**src/verilog/exu_pkg.sv**
```systemverilog
package exu_pkg;

    // data path width
    parameter int xlen = 32;

    // alu operation codes, unlisted codes give zero
    typedef enum logic [3:0] {
        alu_add  = 4'd0,
        alu_sub  = 4'd1,
        alu_sll  = 4'd2,
        alu_slt  = 4'd3,   // signed compare
        alu_sltu = 4'd4,   // unsigned compare
        alu_xor  = 4'd5,
        alu_srl  = 4'd6,
        alu_sra  = 4'd7,
        alu_or   = 4'd8,
        alu_and  = 4'd9,
        alu_eq   = 4'd10   // equality, used by beq/bne
    } alu_op_t;

    // immediate forms
    typedef enum logic [1:0] {
        imm_12i = 2'd0,    // i/s/b style, sign extended
        imm_20u = 2'd1,    // lui/auipc upper immediate
        imm_20j = 2'd2,    // jal offset, shifted by one
        imm_5u  = 2'd3     // csr zimm
    } imm_kind_t;

    // first alu operand source
    typedef enum logic [1:0] {
        src1_rs1  = 2'd0,
        src1_pc   = 2'd1,
        src1_zero = 2'd2
    } src1_sel_t;

    // second alu operand source
    typedef enum logic [1:0] {
        src2_imm  = 2'd0,
        src2_rs2  = 2'd1,
        src2_csr  = 2'd2,
        src2_zero = 2'd3
    } src2_sel_t;

endpackage

```
**src/verilog/alu.sv**
```systemverilog
`timescale 1ns/1ps

module alu (
    input  logic [exu_pkg::xlen-1:0] operand_a,
    input  logic [exu_pkg::xlen-1:0] operand_b,
    input  exu_pkg::alu_op_t         op,
    output logic [exu_pkg::xlen-1:0] result
);

    import exu_pkg::*;

    localparam int shamt_w = $clog2(xlen);

    logic [xlen-1:0]    sum;
    logic [xlen-1:0]    diff;
    logic [shamt_w-1:0] shamt;
    logic               lt_signed;
    logic               lt_unsigned;
    logic               equal;

    assign sum   = operand_a + operand_b;
    assign diff  = operand_a - operand_b;
    assign shamt = operand_b[shamt_w-1:0]; // only the low bits count

    assign lt_signed   = $signed(operand_a) < $signed(operand_b);
    assign lt_unsigned = operand_a < operand_b;
    assign equal       = operand_a == operand_b;

    always_comb begin
        case (op)
            alu_add: begin
                result = sum;
            end
            alu_sub: begin
                result = diff;
            end
            alu_sll: begin
                result = operand_a << shamt;
            end
            alu_slt: begin
                result = {{(xlen-1){1'b0}}, lt_signed};
            end
            alu_sltu: begin
                result = {{(xlen-1){1'b0}}, lt_unsigned};
            end
            alu_xor: begin
                result = operand_a ^ operand_b;
            end
            alu_srl: begin
                result = operand_a >> shamt;
            end
            alu_sra: begin
                result = $unsigned($signed(operand_a) >>> shamt); // keeps sign bit
            end
            alu_or: begin
                result = operand_a | operand_b;
            end
            alu_and: begin
                result = operand_a & operand_b;
            end
            alu_eq: begin
                result = {{(xlen-1){1'b0}}, equal};
            end
            default: begin
                result = '0;
            end
        endcase
    end

endmodule

```
**src/verilog/imm_expand.sv**
```systemverilog
`timescale 1ns/1ps

module imm_expand (
    input  logic [exu_pkg::xlen-1:0] imm_raw,
    input  exu_pkg::imm_kind_t       kind,
    output logic [exu_pkg::xlen-1:0] imm_value
);

    import exu_pkg::*;

    logic [xlen-1:0] ext_12i;
    logic [xlen-1:0] ext_20u;
    logic [xlen-1:0] ext_20j;
    logic [xlen-1:0] ext_5u;

    assign ext_12i = {{(xlen-12){imm_raw[11]}}, imm_raw[11:0]};
    assign ext_20u = {imm_raw[19:0], {(xlen-20){1'b0}}};      // lower bits cleared
    assign ext_20j = {{(xlen-21){imm_raw[19]}}, imm_raw[19:0], 1'b0};
    assign ext_5u  = {{(xlen-5){1'b0}}, imm_raw[4:0]};

    // jump offsets are always even, hence the extra zero bit

    always_comb begin
        case (kind)
            imm_12i: begin
                imm_value = ext_12i;
            end
            imm_20u: begin
                imm_value = ext_20u;
            end
            imm_20j: begin
                imm_value = ext_20j;
            end
            imm_5u: begin
                imm_value = ext_5u;
            end
            default: begin
                imm_value = '0;
            end
        endcase
    end

endmodule

```
**src/verilog/exu.sv**
```systemverilog
`timescale 1ns/1ps

module exu #(
    parameter int COUNT_WIDTH = 32
) (
    input  logic                      clock,
    input  logic                      reset,
    // handshake
    input  logic                      in_valid,
    output logic                      in_ready,
    output logic                      out_valid,
    input  logic                      out_ready,
    // instruction fields from decode
    input  logic [exu_pkg::xlen-1:0]  pc,
    input  logic [31:0]               inst,
    input  logic [4:0]                rd,
    input  logic [2:0]                funct3,
    input  logic                      reg_wen,
    input  logic                      mem_wen,
    input  logic                      mem_ren,
    input  logic [3:0]                csr_wen,
    input  logic [exu_pkg::xlen-1:0]  imm,
    input  exu_pkg::imm_kind_t        imm_kind,
    input  exu_pkg::alu_op_t          alu_op,
    input  exu_pkg::src1_sel_t        src1_sel,
    input  exu_pkg::src2_sel_t        src2_sel,
    input  logic                      invert,
    input  logic                      jump,
    input  logic                      branch,
    input  logic                      fetch_i,
    input  logic [exu_pkg::xlen-1:0]  rs1_value,
    input  logic [exu_pkg::xlen-1:0]  rs2_value,
    input  logic [exu_pkg::xlen-1:0]  csr_value,
    // fields toward memory / write-back
    output logic [exu_pkg::xlen-1:0]  pc_out,
    output logic [31:0]               inst_out,
    output logic [4:0]                rd_out,
    output logic [2:0]                funct3_out,
    output logic                      reg_wen_out,
    output logic                      mem_wen_out,
    output logic                      mem_ren_out,
    output logic [3:0]                csr_wen_out,
    output logic                      jump_out,
    output logic                      branch_out,
    output logic                      fetch_i_out,
    output logic [exu_pkg::xlen-1:0]  imm_out,
    output logic [exu_pkg::xlen-1:0]  rs2_value_out,
    output logic [exu_pkg::xlen-1:0]  csr_value_out,
    output logic [exu_pkg::xlen-1:0]  result,
    output logic [COUNT_WIDTH-1:0]    exec_count
);

    import exu_pkg::*;

    logic            accept;
    logic [xlen-1:0] rs1_q;
    imm_kind_t       imm_kind_q;
    alu_op_t         alu_op_q;
    src1_sel_t       src1_sel_q;
    src2_sel_t       src2_sel_q;
    logic            invert_q;
    logic [xlen-1:0] imm_value;
    logic [xlen-1:0] operand_a;
    logic [xlen-1:0] operand_b;
    logic [xlen-1:0] alu_result;

    // one-entry stage, free when empty or draining this cycle
    assign in_ready = out_ready | ~out_valid;
    assign accept   = in_valid & in_ready;

    always_ff @(posedge clock or posedge reset) begin
        if (reset) begin
            out_valid  <= 1'b0;
            exec_count <= '0;
        end else begin
            if (in_ready) begin
                out_valid <= in_valid; // held while downstream stalls
            end
            if (accept) begin
                exec_count <= exec_count + 1'b1;
            end
        end
    end

    always_ff @(posedge clock or posedge reset) begin
        if (reset) begin
            pc_out        <= '0;
            inst_out      <= '0;
            rd_out        <= '0;
            funct3_out    <= '0;
            reg_wen_out   <= 1'b0;
            mem_wen_out   <= 1'b0;
            mem_ren_out   <= 1'b0;
            csr_wen_out   <= '0;
            jump_out      <= 1'b0;
            branch_out    <= 1'b0;
            fetch_i_out   <= 1'b0;
            imm_out       <= '0;
            rs2_value_out <= '0;
            csr_value_out <= '0;
            rs1_q         <= '0;
            imm_kind_q    <= imm_12i;
            alu_op_q      <= alu_add;
            src1_sel_q    <= src1_rs1;
            src2_sel_q    <= src2_imm;
            invert_q      <= 1'b0;
        end else if (accept) begin
            pc_out        <= pc;
            inst_out      <= inst;
            rd_out        <= rd;
            funct3_out    <= funct3;
            reg_wen_out   <= reg_wen;
            mem_wen_out   <= mem_wen;
            mem_ren_out   <= mem_ren;
            csr_wen_out   <= csr_wen;
            jump_out      <= jump;
            branch_out    <= branch;
            fetch_i_out   <= fetch_i;
            imm_out       <= imm;
            rs2_value_out <= rs2_value;
            csr_value_out <= csr_value;
            rs1_q         <= rs1_value;
            imm_kind_q    <= imm_kind;
            alu_op_q      <= alu_op;
            src1_sel_q    <= src1_sel;
            src2_sel_q    <= src2_sel;
            invert_q      <= invert;
        end
    end

    imm_expand u_imm_expand (
        .imm_raw   (imm_out),
        .kind      (imm_kind_q),
        .imm_value (imm_value)
    );

    always_comb begin
        case (src1_sel_q)
            src1_rs1: operand_a = rs1_q;
            src1_pc:  operand_a = pc_out;
            default:  operand_a = '0;   // lui path and spare code
        endcase
    end

    always_comb begin
        case (src2_sel_q)
            src2_imm: operand_b = imm_value;
            src2_rs2: operand_b = rs2_value_out;
            src2_csr: operand_b = csr_value_out;
            default:  operand_b = '0;
        endcase
    end

    alu u_alu (
        .operand_a (operand_a),
        .operand_b (operand_b),
        .op        (alu_op_q),
        .result    (alu_result)
    );

    // bne/bge/bgeu come from flipping the compare bit
    assign result = alu_result ^ {{(xlen-1){1'b0}}, invert_q};

endmodule

```
**src/verilog/exu_top.sv**
```systemverilog
`timescale 1ns/1ps

module exu_top #(
    parameter int COUNT_WIDTH = 32
) (
    input  logic                      clock,
    input  logic                      reset,
    input  logic                      in_valid,
    output logic                      in_ready,
    output logic                      out_valid,
    input  logic                      out_ready,
    input  logic [exu_pkg::xlen-1:0]  pc,
    input  logic [31:0]               inst,
    input  logic [4:0]                rd,
    input  logic [2:0]                funct3,
    input  logic                      reg_wen,
    input  logic                      mem_wen,
    input  logic                      mem_ren,
    input  logic [3:0]                csr_wen,
    input  logic [exu_pkg::xlen-1:0]  imm,
    input  exu_pkg::imm_kind_t        imm_kind,
    input  exu_pkg::alu_op_t          alu_op,
    input  exu_pkg::src1_sel_t        src1_sel,
    input  exu_pkg::src2_sel_t        src2_sel,
    input  logic                      invert,
    input  logic                      jump,
    input  logic                      branch,
    input  logic                      fetch_i,
    input  logic [exu_pkg::xlen-1:0]  rs1_value,
    input  logic [exu_pkg::xlen-1:0]  rs2_value,
    input  logic [exu_pkg::xlen-1:0]  csr_value,
    output logic [exu_pkg::xlen-1:0]  pc_out,
    output logic [31:0]               inst_out,
    output logic [4:0]                rd_out,
    output logic [2:0]                funct3_out,
    output logic                      reg_wen_out,
    output logic                      mem_wen_out,
    output logic                      mem_ren_out,
    output logic [3:0]                csr_wen_out,
    output logic                      jump_out,
    output logic                      branch_out,
    output logic                      fetch_i_out,
    output logic [exu_pkg::xlen-1:0]  imm_out,
    output logic [exu_pkg::xlen-1:0]  rs2_value_out,
    output logic [exu_pkg::xlen-1:0]  csr_value_out,
    output logic [exu_pkg::xlen-1:0]  result,
    output logic [COUNT_WIDTH-1:0]    exec_count
);

    // counter width is fixed here and handed down
    exu #(
        .COUNT_WIDTH (COUNT_WIDTH)
    ) u_exu (
        .clock         (clock),
        .reset         (reset),
        .in_valid      (in_valid),
        .in_ready      (in_ready),
        .out_valid     (out_valid),
        .out_ready     (out_ready),
        .pc            (pc),
        .inst          (inst),
        .rd            (rd),
        .funct3        (funct3),
        .reg_wen       (reg_wen),
        .mem_wen       (mem_wen),
        .mem_ren       (mem_ren),
        .csr_wen       (csr_wen),
        .imm           (imm),
        .imm_kind      (imm_kind),
        .alu_op        (alu_op),
        .src1_sel      (src1_sel),
        .src2_sel      (src2_sel),
        .invert        (invert),
        .jump          (jump),
        .branch        (branch),
        .fetch_i       (fetch_i),
        .rs1_value     (rs1_value),
        .rs2_value     (rs2_value),
        .csr_value     (csr_value),
        .pc_out        (pc_out),
        .inst_out      (inst_out),
        .rd_out        (rd_out),
        .funct3_out    (funct3_out),
        .reg_wen_out   (reg_wen_out),
        .mem_wen_out   (mem_wen_out),
        .mem_ren_out   (mem_ren_out),
        .csr_wen_out   (csr_wen_out),
        .jump_out      (jump_out),
        .branch_out    (branch_out),
        .fetch_i_out   (fetch_i_out),
        .imm_out       (imm_out),
        .rs2_value_out (rs2_value_out),
        .csr_value_out (csr_value_out),
        .result        (result),
        .exec_count    (exec_count)
    );

endmodule

```
**config.mk**
```make
export PLATFORM = sky130hd
export DESIGN_NAME = exu_top
export DESIGN_NICKNAME = d
export VERILOG_FILES = /design/src/verilog/exu_pkg.sv /design/src/verilog/alu.sv /design/src/verilog/imm_expand.sv /design/src/verilog/exu.sv /design/src/verilog/exu_top.sv
export SDC_FILE = /design/constraint.sdc
export NUM_CORES = 1
export LEC_CHECK = 0
export BUFFER_PORTS_ARGS = -buffer_cell sky130_fd_sc_hd__buf_4
export CORE_MARGIN = 2
export CORE_UTILIZATION = 45
export CTS_CLUSTER_DIAMETER = 120
export DETAILED_ROUTE_END_ITERATION = 8
export PLACE_DENSITY = 0.81
export SETUP_SLACK_MARGIN = 0.15
export SLEW_MARGIN = 20
export SYNTH_ARGS = -nofsm -noshare
export SYNTH_HDL_FRONTEND = slang
export SYNTH_HIERARCHICAL = 1
export SYNTH_SLANG_ARGS = --single-unit
```
**constraint.sdc**
```tcl
create_clock -name clock -period 7 [get_ports clock]
set_input_delay 0.7 -clock clock [delete_from_list [all_inputs] [get_ports clock]]
set_output_delay 0.7 -clock clock [all_outputs]
set_load 0.02 [all_outputs]
```
==> metrics <==
clock tree from TritonCTS=done; final worst clock skew=8.43 ps; count of yosys warnings during synthesis=6; slew at the pin with the worst max-slew slack=1060 ps; per-cell via count in the routed design=6.04; wire length the detailed router placed on met1=33000 µm; area used by multi-input combinational logic=0.0130 mm²; count of cell types in the netlist=106; wire length of the first global-routing pass=129000 µm; leakage component of the power=12.5 nW; sum of net half-perimeters after detailed placement=64400 µm; dominant delay contributor by cell family on the critical path=compound AO/OA/AOI/OAI gates; num rows=78; cell area after synthesis=0.0206 mm²; synthesized netlist net count=2981; final-report max-slew violation count=0; setup slack of the most critical reg-to-reg path=4510 ps; compound-gate portion of the synthesized area=18.8%; worst flop-to-flop path endpoint=u_exu/csr_value_out[11]; post-layout instance count excluding filler cells=3668; synth-to-layout area growth=24.5%; highest achievable clock rate=154 MHz; worst-path fanout max=34; beginning of the worst register-to-register path=u_exu/out_valid; asr flop ratio synth=100%; share of cell area taken by muxes after synthesis=11.3%; total grt overflow=0; post-synthesis register bit count=254; highest cell delay on the worst timing path=740 ps; slowest library cell on the worst path=sky130_fd_sc_hd__dfrtp_2; effective utilization at floorplan=45.5%; number of cells on the worst reg-to-reg path=5; I/O Pins=469; endpoints failing setup=0; share of the synthesized netlist area taken by xor and xnor gates=1.58%; DR WL met3=8260 µm; number of antenna violations at the first check in global routing=3; overall die width=218 µm; level count of the clock H-tree=1; detailed route wirelength on metal2=39200 µm; root cell of the clock tree=sky130_fd_sc_hd__clkbuf_16; placeable core region=0.0452 mm²; Final Power=7.81 mW; die outline area=0.0474 mm²; synthesized area divided by synthesized cell count=7.74 µm²; status=finished clean; via count of the first global-routing pass=20970; RSZ-0062 raised after global routing=false; post-detailed-route DRC marker count=0; Post-Syn Instances=2656; drt first-iter violations=2986; Total Routing Usage GR=35.3%; post-synthesis cell type with the largest combined area=sky130_fd_sc_hd__dfrtp_1; storage element area=0.00636 mm²; cell with the most instances after synthesis=sky130_fd_sc_hd__nand2_1; final hold violation count=0; dominant synthesized flop cell=sky130_fd_sc_hd__dfrtp_1; share of the clock period used by the worst path=92.5%; fin nets=3368; count of port buffers added during placement=468; worst hold path type=in -> async; post-route minimum period=6470 ps; number of flops mapped to enable cells by yosys=0; WL final=85800 µm; placer's final routability congestion estimate=1.08; register area share after synthesis=30.9%; uppermost signal routing layer after detailed routing=met5; startpoint type of the worst setup path=flip-flop; hold-fix buffer count after cts=0; clock latency on the worst-skew pair=580 ps; Synth top area share=30.9%; sum of negative setup slack=0 ps; count of max-cap constraint violations=0; fillcell total=4131; list of cells traversed by the critical path=nor2b_2 -> buf_4 -> nand2_1 -> o21ai_0 -> inv_1 -> ha_1 -> inv_1 -> a2111oi_0 -> a21oi_1 -> a211oi_2 -> o31a_1 -> o31ai_1 -> a2111o_1 -> nand3_1 -> buf_4; tightest slew margin relative to the limit=29.3%; TritonCTS Sinks=254; power per unit of standard cell area=305 mW/mm²; crit path buf inv count=4; count of vias placed by the detailed router=22160; cell types with the largest area share after synthesis=sky130_fd_sc_hd__dfrtp_1 (31%), sky130_fd_sc_hd__nand2_1 (15%), sky130_fd_sc_hd__mux2i_1 (7.0%); number of placed cells counting well taps=3612; type of destination of the critical path=primary output; Crit path required time=6300 ps; data arrival time of the worst path=5770 ps; commonest cells in the netlist=sky130_fd_sc_hd__nand2_1 (848), sky130_fd_sc_hd__dfrtp_1 (254), sky130_fd_sc_hd__nor2_1 (182); Synth Area in Simple Gates=25.1%; TritonCTS buffer count=29; largest net degree at the start of global routing=130; combinational family with the most area after synthesis=simple AND/OR/NAND/NOR gates; worst-case vdd ir drop=257 µV; arithmetic-cell share of the synthesized area counting full adders, half adders and majority gates=6.16%; Routed Antenna Nets=0; die boundary height=218 µm; critical path class=reg -> out; clk buf depth=3; clock edge transition at the registers on the reported setup and hold paths=60 ps; fraction of final layout cells sized beyond drive strength 1=22.7%; WL per Instance=23.4 µm; number of iterations in the first detailed-routing pass=6
==> power breakdown <==
part           total, mW  switching, mW  internal (mW)
Clock               1.58          0.645          0.934
Sequential          1.90          0.246           1.65
Combinational       4.33           2.77           1.56
==> through the flow <==
step | instance area, µm² | setup WS [ps] | hold WS [ps] | utilization, %
final | 25600 | 525 | 85.6 | 56.6
after global routing | 25600 | 238 | 84.0 | 56.6
after CTS | 25600 | 288 | 75.1 | 56.6
after detailed placement | 24600 | 890 | 461 | 54.4
after global placement | 24600 | 944 | 457 | 54.4
after floorplan | 20600 | 1710 | 440 | -
==> cells by family (layout without fill, tap and decap cells) <==
kind of cell / after synthesis / after routing
other cells: 0 / 3
buf+inv: 282 / 691
compound gates: 570 / 570
fa+ha+maj: 100 / 100
xor+xnor: 37 / 37
mux: 192 / 192
flops: 254 / 254
simple gates: 1221 / 1221
==> cell usage in the layout (no fill, tap or decap), types with 16 or more instances in the layout <==
master                        n
sky130_fd_sc_hd__a211oi_1    21
sky130_fd_sc_hd__o2111ai_1   16
sky130_fd_sc_hd__a21o_1      21
sky130_fd_sc_hd__o211ai_1    23
sky130_fd_sc_hd__xnor2_1     28
sky130_fd_sc_hd__mux2i_1    144
sky130_fd_sc_hd__a21oi_1    130
sky130_fd_sc_hd__mux2_2      17
sky130_fd_sc_hd__clkbuf_16   29
sky130_fd_sc_hd__buf_4      534
sky130_fd_sc_hd__nand4_1     22
sky130_fd_sc_hd__dfrtp_1    251
sky130_fd_sc_hd__o22ai_1     23
sky130_fd_sc_hd__nand2_1    847
sky130_fd_sc_hd__mux4_2      28
sky130_fd_sc_hd__nor2_1     182
sky130_fd_sc_hd__a221oi_1    17
sky130_fd_sc_hd__a22oi_1     16
sky130_fd_sc_hd__ha_1        98
sky130_fd_sc_hd__inv_1       98
sky130_fd_sc_hd__o21ai_0    133
sky130_fd_sc_hd__nand3_1     32
sky130_fd_sc_hd__nor3_1      29
==> flip-flops by register name, indices dropped and copies added, names as in the netlist, 3 cells and up <==
signal               cells
u_exu/rs2_value_out     32
u_exu/imm_out           32
u_exu/pc_out            32
u_exu/exec_count        32
u_exu/alu_op_q           4
u_exu/inst_out          32
u_exu/csr_wen_out        4
u_exu/csr_value_out     32
u_exu/funct3_out         3
u_exu/rs1_q             32
u_exu/rd_out             5
==> routing by layer <==
metal	global-route usage (%)	vias to the layer above
met4	18.7	2
met2	56.5	1411
met5	0	-
li1	-	9990
met1	45.5	10472
met3	6.44	285
==> worst max-delay path by stage <==
stage                              from    endpoint  cells after the start
finish              u_exu/src2_sel_q[1]  result[31]                     15
floorplan           u_exu/src2_sel_q[1]  result[22]                     19
global placement    u_exu/imm_kind_q[1]  result[25]                     17
detailed placement  u_exu/imm_kind_q[1]  result[25]                     17
CTS                 u_exu/imm_kind_q[1]  result[25]                     17
global route        u_exu/src2_sel_q[1]  result[25]                     16
==> final cells by class <==
class | instances | share of cell area [%]
Multi-Input combinational cell | 2120 | 51.0
Sequential cell | 254 | 24.9
Timing Repair Buffer | 536 | 15.8
Clock buffer | 41 | 3.21
Tap cell | 600 | 2.93
Inverter | 102 | 1.51
Clock inverter | 12 | 0.660
Antenna cell | 3 | 0.0293
==> repair_timing <==
action | CTS | global route
setup endpoints to repair | 0 | 5
setup buffers | 0 | 0
resized for setup | 0 | 4
(Power assumes the default switching activity.)
